===== src/include/spi_regs_config.svh =====
`ifndef SPI_REGS_CONFIG_SVH
`define SPI_REGS_CONFIG_SVH

// bits in one fpga frame
// high byte is the register address and low byte is the value
`define FRAME_BITS 16

// flops on each spi pin before the logic sees it
`define SYNC_STAGES 2

// led register after reset
`define LED_RESET 8'h00

// dac control after reset
// order is ldac rst uni_bip_a uni_bip_b
// keeps the dac held in reset until the mcu releases it
`define DAC_CTRL_RESET 4'b0100

`endif

===== src/verilog/spi_regs_pkg.sv =====
`default_nettype none

package spi_regs_pkg;

  // register addresses in the frame high byte
  typedef enum logic [7:0] {
    ADDR_LED = 8'd7,
    ADDR_MUX = 8'd8,
    ADDR_DAC = 8'd9
  } reg_addr_e;

  // chip select mux values
  // anything else routes to no peripheral
  typedef enum logic [7:0] {
    SEL_NONE  = 8'd0,
    SEL_ADC03 = 8'd1,
    SEL_DAC   = 8'd2
  } mux_sel_e;

  // frame receiver states
  typedef enum logic [1:0] {
    RX_IDLE  = 2'd0,
    RX_SHIFT = 2'd1,
    RX_END   = 2'd2
  } rx_state_e;

  // dac control pins, msb first
  typedef struct packed {
    logic ldac;
    logic rst;
    logic uni_bip_a;
    logic uni_bip_b;
  } dac_ctrl_t;

endpackage

`default_nettype wire


===== src/verilog/spi_frame_if.sv =====
`default_nettype none

interface spi_frame_if;

  // one cycle strobe for a good frame
  logic       valid;
  // address and value, only meaningful with valid
  logic [7:0] addr;
  logic [7:0] data;
  // one cycle strobe for a frame of the wrong length
  logic       length_error;

  // receiver side
  modport rx (
    output valid,
    output addr,
    output data,
    output length_error
  );

  // register bank side, no back-pressure
  modport bank (
    input valid,
    input addr,
    input data,
    input length_error
  );

endinterface

`default_nettype wire


===== src/verilog/spi_regs_top.sv =====
`default_nettype none

module spi_regs_top (
  input  logic       cs,
  input  logic       rst,
  input  logic       spi_sclk,
  input  logic       spi_ss,
  input  logic       spi_mosi,
  input  logic       special_n,
  output logic [1:0] led,
  output logic       dac_ldac,
  output logic       dac_rst,
  output logic       dac_uni_bip_a,
  output logic       dac_uni_bip_b,
  output logic       adc03_cs,
  output logic       dac_spi_cs,
  output logic       frame_error
);

  logic [7:0]              led_reg;
  logic [7:0]              mux_value;
  spi_regs_pkg::dac_ctrl_t dac_ctrl;

  // finished frames, receiver to bank
  spi_frame_if frame_bus ();

  spi_frame_rx u_frame_rx (
    .cs        (cs),
    .rst       (rst),
    .spi_sclk  (spi_sclk),
    .spi_ss    (spi_ss),
    .spi_mosi  (spi_mosi),
    .special_n (special_n),
    .frame     (frame_bus.rx)
  );

  reg_bank u_reg_bank (
    .cs          (cs),
    .rst         (rst),
    .frame       (frame_bus.bank),
    .led_reg     (led_reg),
    .mux_value   (mux_value),
    .dac_ctrl    (dac_ctrl),
    .frame_error (frame_error)
  );

  cs_router u_cs_router (
    .cs         (cs),
    .rst        (rst),
    .spi_ss     (spi_ss),
    .special_n  (special_n),
    .mux_value  (mux_value),
    .adc03_cs   (adc03_cs),
    .dac_spi_cs (dac_spi_cs)
  );

  // board has two leds
  assign led = led_reg[1:0];

  // dac pins
  assign dac_ldac      = dac_ctrl.ldac;
  assign dac_rst       = dac_ctrl.rst;
  assign dac_uni_bip_a = dac_ctrl.uni_bip_a;
  assign dac_uni_bip_b = dac_ctrl.uni_bip_b;

endmodule

`default_nettype wire


===== src/verilog/cs_router.sv =====
`default_nettype none

module cs_router (
  input  logic       cs,
  input  logic       rst,
  input  logic       spi_ss,
  input  logic       special_n,
  input  logic [7:0] mux_value,
  output logic       adc03_cs,
  output logic       dac_spi_cs
);

  logic [1:0]             ss_sync;
  spi_regs_pkg::mux_sel_e sel;

  // selection follows the mux register only while ss is idle
  // so a frame is never cut over to another chip
  always_ff @(posedge cs)
  begin
    if (rst)
    begin
      ss_sync <= 2'b11;
      sel     <= spi_regs_pkg::SEL_NONE;
    end
    else
    begin
      ss_sync <= {ss_sync[0], spi_ss};
      if (ss_sync[1])
        sel <= spi_regs_pkg::mux_sel_e'(mux_value);
    end
  end

  // raw ss straight through, any spi mode works
  always_comb
  begin
    adc03_cs   = 1'b1;
    dac_spi_cs = 1'b1;
    if (special_n)
    begin
      case (sel)
        spi_regs_pkg::SEL_ADC03: adc03_cs   = spi_ss;
        spi_regs_pkg::SEL_DAC:   dac_spi_cs = spi_ss;
        default: ;
      endcase
    end
  end

endmodule

`default_nettype wire


===== src/verilog/reg_bank.sv =====
`default_nettype none

`include "spi_regs_config.svh"

module reg_bank (
  input  logic                    cs,
  input  logic                    rst,
  spi_frame_if.bank               frame,
  output logic [7:0]              led_reg,
  output logic [7:0]              mux_value,
  output spi_regs_pkg::dac_ctrl_t dac_ctrl,
  output logic                    frame_error
);

  spi_regs_pkg::reg_addr_e addr;

  // address from the frame high byte
  assign addr = spi_regs_pkg::reg_addr_e'(frame.addr);

  // led register
  always_ff @(posedge cs)
  begin
    if (rst)
      led_reg <= `LED_RESET;
    else if (frame.valid && addr == spi_regs_pkg::ADDR_LED)
      led_reg <= frame.data;
  end

  // chip select mux
  // router picks it up only between frames
  always_ff @(posedge cs)
  begin
    if (rst)
      mux_value <= 8'(spi_regs_pkg::SEL_NONE);
    else if (frame.valid && addr == spi_regs_pkg::ADDR_MUX)
      mux_value <= frame.data;
  end

  // dac control
  // own register so the mcu can toggle reset without bit masking
  always_ff @(posedge cs)
  begin
    if (rst)
      dac_ctrl <= spi_regs_pkg::dac_ctrl_t'(`DAC_CTRL_RESET);
    else if (frame.valid && addr == spi_regs_pkg::ADDR_DAC)
      dac_ctrl <= spi_regs_pkg::dac_ctrl_t'(frame.data[3:0]);
  end

  // bad length seen by the receiver
  // never in the same cycle as a write
  always_ff @(posedge cs)
  begin
    if (rst)
      frame_error <= 1'b0;
    else
      frame_error <= frame.length_error;
  end

endmodule

`default_nettype wire


===== src/verilog/spi_frame_rx.sv =====
`default_nettype none

`include "spi_regs_config.svh"

module spi_frame_rx (
  input  logic    cs,
  input  logic    rst,
  input  logic    spi_sclk,
  input  logic    spi_ss,
  input  logic    spi_mosi,
  input  logic    special_n,
  spi_frame_if.rx frame
);

  // one spare bit so 17 bit frames still read as wrong
  localparam int CNT_W = $clog2(`FRAME_BITS + 1) + 1;
  localparam logic [CNT_W-1:0] CNT_MAX = '1;
  localparam logic [CNT_W-1:0] CNT_FRAME = CNT_W'(`FRAME_BITS);

  logic [`SYNC_STAGES-1:0] sclk_sync;
  logic [`SYNC_STAGES-1:0] ss_sync;
  logic [`SYNC_STAGES-1:0] mosi_sync;
  logic [`SYNC_STAGES-1:0] special_sync;

  logic sclk_s;
  logic ss_s;
  logic mosi_s;
  logic special_s;
  logic sclk_d;
  logic ss_d;
  logic sclk_fall;
  logic ss_rise;
  logic bit_en;

  spi_regs_pkg::rx_state_e state;
  logic [CNT_W-1:0]        bit_cnt;
  logic [`FRAME_BITS-1:0]  shreg;
  logic                    frame_valid;
  logic                    frame_len_err;

  // pin synchronizers
  // ss and special_n idle high so they reset high
  always_ff @(posedge cs)
  begin
    if (rst)
    begin
      sclk_sync    <= '1;
      ss_sync      <= '1;
      special_sync <= '1;
      sclk_d       <= 1'b1;
      ss_d         <= 1'b1;
    end
    else
    begin
      sclk_sync    <= {sclk_sync[`SYNC_STAGES-2:0], spi_sclk};
      ss_sync      <= {ss_sync[`SYNC_STAGES-2:0], spi_ss};
      special_sync <= {special_sync[`SYNC_STAGES-2:0], special_n};
      sclk_d       <= sclk_s;
      ss_d         <= ss_s;
    end
  end

  // data pin, same latency as sclk
  always_ff @(posedge cs)
  begin
    mosi_sync <= {mosi_sync[`SYNC_STAGES-2:0], spi_mosi};
  end

  assign sclk_s    = sclk_sync[`SYNC_STAGES-1];
  assign ss_s      = ss_sync[`SYNC_STAGES-1];
  assign mosi_s    = mosi_sync[`SYNC_STAGES-1];
  assign special_s = special_sync[`SYNC_STAGES-1];

  // edges one cycle behind the synchronizer
  assign sclk_fall = sclk_d && !sclk_s;
  assign ss_rise   = !ss_d && ss_s;

  // only fpga frames shift, peripheral traffic is ignored
  assign bit_en = sclk_fall && !ss_s && !special_s;

  // msb first
  always_ff @(posedge cs)
  begin
    if (bit_en)
      shreg <= {shreg[`FRAME_BITS-2:0], mosi_s};
  end

  // saturating bit counter, cleared once the frame is done
  always_ff @(posedge cs)
  begin
    if (rst || state == spi_regs_pkg::RX_END)
      bit_cnt <= '0;
    else if (bit_en && bit_cnt != CNT_MAX)
      bit_cnt <= bit_cnt + 1'b1;
  end

  // frame fsm
  always_ff @(posedge cs)
  begin
    if (rst)
    begin
      state         <= spi_regs_pkg::RX_IDLE;
      frame_valid   <= 1'b0;
      frame_len_err <= 1'b0;
    end
    else
    begin
      frame_valid   <= 1'b0;
      frame_len_err <= 1'b0;
      case (state)
        spi_regs_pkg::RX_IDLE:
        begin
          if (!ss_s)
            state <= spi_regs_pkg::RX_SHIFT;
        end
        spi_regs_pkg::RX_SHIFT:
        begin
          // check the length before handing the frame on
          if (ss_rise)
          begin
            state         <= spi_regs_pkg::RX_END;
            frame_valid   <= !special_s && bit_cnt == CNT_FRAME;
            frame_len_err <= !special_s && bit_cnt != '0 && bit_cnt != CNT_FRAME;
          end
        end
        default:
          state <= spi_regs_pkg::RX_IDLE;
      endcase
    end
  end

  assign frame.valid        = frame_valid;
  assign frame.length_error = frame_len_err;
  assign frame.addr         = shreg[`FRAME_BITS-1 -: 8];
  assign frame.data         = shreg[7:0];

endmodule

`default_nettype wire


===== config.mk =====
export PLATFORM = sky130hd
export DESIGN_NAME = spi_regs_top
export DESIGN_NICKNAME = d
export VERILOG_FILES = /design/src/verilog/spi_regs_pkg.sv /design/src/verilog/spi_frame_if.sv /design/src/verilog/spi_regs_top.sv /design/src/verilog/cs_router.sv /design/src/verilog/reg_bank.sv /design/src/verilog/spi_frame_rx.sv
export VERILOG_INCLUDE_DIRS = /design/src /design/src/include
export SDC_FILE = /design/constraint.sdc
export NUM_CORES = 1
export LEC_CHECK = 0
export BUFFER_PORTS_ARGS = -buffer_cell sky130_fd_sc_hd__buf_4
export CORE_UTILIZATION = 54
export DETAILED_ROUTE_END_ITERATION = 16
export PLACE_DENSITY = 0.72
export SLEW_MARGIN = 20
export SYNTH_ARGS = -nofsm -noshare
export SYNTH_HDL_FRONTEND = slang
export SYNTH_SLANG_ARGS = --single-unit

===== constraint.sdc =====
create_clock -name cs -period 2.11 [get_ports cs]
set_input_delay 0.3165 -clock cs [delete_from_list [all_inputs] [get_ports cs]]
set_output_delay 0.3165 -clock cs [all_outputs]
set_load 0.03 [all_outputs]

==> out/metrics.csv <==
stage,metric,value,unit
timing,finClkSkew,0.006720,ns
setup_path,crit_fanout,4,
clock_tree,cts_sinks,59,
clock_tree,clk_path_buf_depth,2,
routing,num_vias,1399,
pwr,leakage,0.9682,nW
global_routing,grt_pass1_wl,6168,µm
routing,antenna_left,0,
yosys,synthCells,186,
timing,finalCritPeriodShare,88.16,%
yosys,synth_edf_count,16,
clock_tree,cts_hold_buf,0,
floorplanning,core_area,3744,µm²
layout,multiInputGateArea,768.2,µm²
setup_path,cp_cell_sequence,or4b_4 > or4_1 > mux2i_1,
floorplanning,rows,22,
routing,drtPass1Iterations,4,
setup_path,crit_path_start,u_frame_rx.shreg[12],
yosys,synth_nets,194,
global_routing,grt_pass1_vias,1364,
timing,min_period,1.860,ns
clock_tree,numCtsBuffers,9,
layout,drive_gt1_share,17.84,%
run,maxCapViolCount,0,
floorplanning,die_area,4263,µm²
clock_tree,cts_tree,built,
timing,hold_viol,0,
timing,drv_slew,0,
placed_design,portBuffers,14,
clock_tree,clock-root-buffer,clkbuf_8,
clock_tree,post_cts_buffers,0,
yosys,synth.top_cells.by_count,"dfxtp_1 (43), nand2_1 (26), mux2i_1 (25), edfxtp_1 (16), nor2_1 (11)",
setup_path,worstPathArrival,2.06,ns
yosys,synthArstFlopShare,0,%
yosys,yosys_warnings,0,
worst_hold_path,hp-class,primary input to register,
placed_design,gp_congestion,0.8268,
layout,fin_nets,216,
timing,relSlewSlack,65.86,%
global_routing,gr-total-overflow,0,
layout,fillers,294,
yosys,yosysTopAreaCell,dfxtp_1,
timing,timing.setup.tns,0,ns
clock_tree,clk_pin_slew,0.06,ns
routing,drc,0,
layout,largest_register_ff_count,16,
yosys,ys.flop_type,dfxtp_1,
setup_path,critPathRequiredTime,2.31,ns
timing,max_slew.worst_pin.slew,0.5083,ns
setup_path,ff2ff_path_depth,3,
layout,areaGrowthSynthToFinish,14.69,%
global_routing,grt_use_total,20.37,%
floorplanning,ios,15,
floorplanning,initial_utilization,57.79,%
status,status,"complete, no violations",
pwr,fin_total_pwr,0.002018,W
timing,rsz0062_at_grt,no,
layout,antenna_cells,0,
setup_path,end_kind,register,
placed_design,dp_hpwl,2617,µm
setup_path,crit_family,simple AND/OR/NAND/NOR gates,
clock_tree,cts_resized,0,
setup_path,path_depth,3,
setup_path,cp_slowest_stage_delay,0.59,ns
routing,avgRoutedWirePerCell,14.34,µm
setup_path,r2r_slack,0.25,ns
timing,setup_viol_count_final,0,
pwr,vdd_ir_drop_max,0.5031,mV
yosys,netlist.area_leader.share,39.79,%
floorplanning,die_y,65.30,µm
setup_path,cp_slowest_cell,or4b_4,
setup_path,path_buf_inv,0,
pwr,p_per_area,813.5,nW/µm²
setup_path,r2r_end,u_reg_bank.mux_value[1],
floorplanning,die_x,65.30,µm
setup_path,r2r_start,u_frame_rx.shreg[12],
routing,drt-initial-drc-count,56,
layout,seqCellArea,1341,µm²
timing,max_freq,537.6,MHz
layout,reg.largest.list,"u_frame_rx.shreg (16), u_cs_router.sel (8), u_reg_bank.mux_value (8)",
yosys,synth.most_common_cell,dfxtp_1,
yosys,synth.top_cells.by_area,"dfxtp_1 (40%), edfxtp_1 (22%), mux2i_1 (12%), nand2_1 (4.5%), or2_2 (2.3%)",
yosys,synth.cell_area,2163,µm²
clock_tree,cts_max_level,3,
yosys,avgSynthCellArea,11.63,µm²
routing,wirelength,3742,µm
setup_path,crit_end,u_reg_bank.mux_value[1],
routing,viasPerCell,5.360,
setup_path,worstSetupStartpointType,register,
setup_path,criticalPathCategory,register to register,
global_routing,antenna_found_initial,0,
global_routing,grt_max_degree,27,
clock_tree,clock_latency,0.32,ns
yosys,synth.distinct_cells,33,
yosys,yosysSeqAreaShare,62.00,%
layout,regMostFlops,u_frame_rx.shreg,
yosys,synth-seq-cells,59,
==> worst min path at each step <==
stage | start | to | slack, ns | depth (start not counted)
final | spi_mosi | u_frame_rx.mosi_sync[0] | 0.1 | 1
after CTS | spi_mosi | u_frame_rx.mosi_sync[0] | 0.08 | 1
after global routing | spi_mosi | u_frame_rx.mosi_sync[0] | 0.08 | 1
after global placement | u_frame_rx.mosi_sync[0] | u_frame_rx.mosi_sync[1] | 0.31 | 0
after detailed placement | u_frame_rx.mosi_sync[0] | u_frame_rx.mosi_sync[1] | 0.31 | 0
after floorplan | u_frame_rx.mosi_sync[0] | u_frame_rx.mosi_sync[1] | 0.31 | 0
==> metal layers <==
layer / wire [µm] / GRT usage, %
met5: 0 / 0
met4: 91 / 14.13
met3: 144 / 6.076
met2: 1829 / 31.44
met1: 1676 / 24.21
==> power breakdown <==
group | switching, W | internal, W
clock network | 0.000376 | 0.000430
registers | 0.00000424 | 0.00117
logic | 0.0000235 | 0.0000184
total | 0.000403 | 0.00161
==> through the flow <==
step / cells / utilization, % / worst slack (ns) / hold WS, ns / cell area (µm²)
2_1_floorplan: 186 / - / 0.2744 / 0.3096 / 2163
3_3_place_gp: 245 / 62.27 / 0.3285 / 0.3121 / 2331
3_5_place_dp: 245 / 62.27 / 0.2756 / 0.3132 / 2331
4_1_cts: 261 / 66.28 / 0.2604 / 0.08011 / 2481
5_1_grt: 261 / 66.28 / 0.2168 / 0.07623 / 2481
6_report: 261 / 66.28 / 0.2499 / 0.09820 / 2481
==> kinds of logic after synthesis <==
family                   count (synthesis)  share of synthesized area [%]
AO/OA/AOI/OAI                           13                          4.338
adder cells (fa/ha/maj)                  2                          1.157
buffers and inverters                   14                          2.487
flip-flops                              59                          62.00
multiplexers                            25                          11.57
AND/OR/NAND/NOR                         73                          18.45
==> placed cells by master, fill, tap and decap left out, types with 3 or more instances in the layout <==
| cell | instances |
|---|---|
| or4_1 | 3 |
| dfxtp_1 | 43 |
| clkbuf_8 | 9 |
| mux2i_1 | 25 |
| nand2_1 | 26 |
| a211oi_1 | 5 |
| nor3_1 | 4 |
| or3_1 | 4 |
| nor2b_1 | 3 |
| nor2_1 | 11 |
| buf_4 | 18 |
| or2_2 | 8 |
| edfxtp_1 | 16 |
| clkbuf_1 | 7 |
| inv_1 | 7 |
==> final cells by class <==
type                    instances  area share [%]
inverters                       7           1.059
clock buffers                  16           6.051
well taps                      48           2.421
multi-input cells             113           30.96
repair buffers                 18           5.446
flip-flops and latches         59           54.06
(Power assumes the default switching activity.)
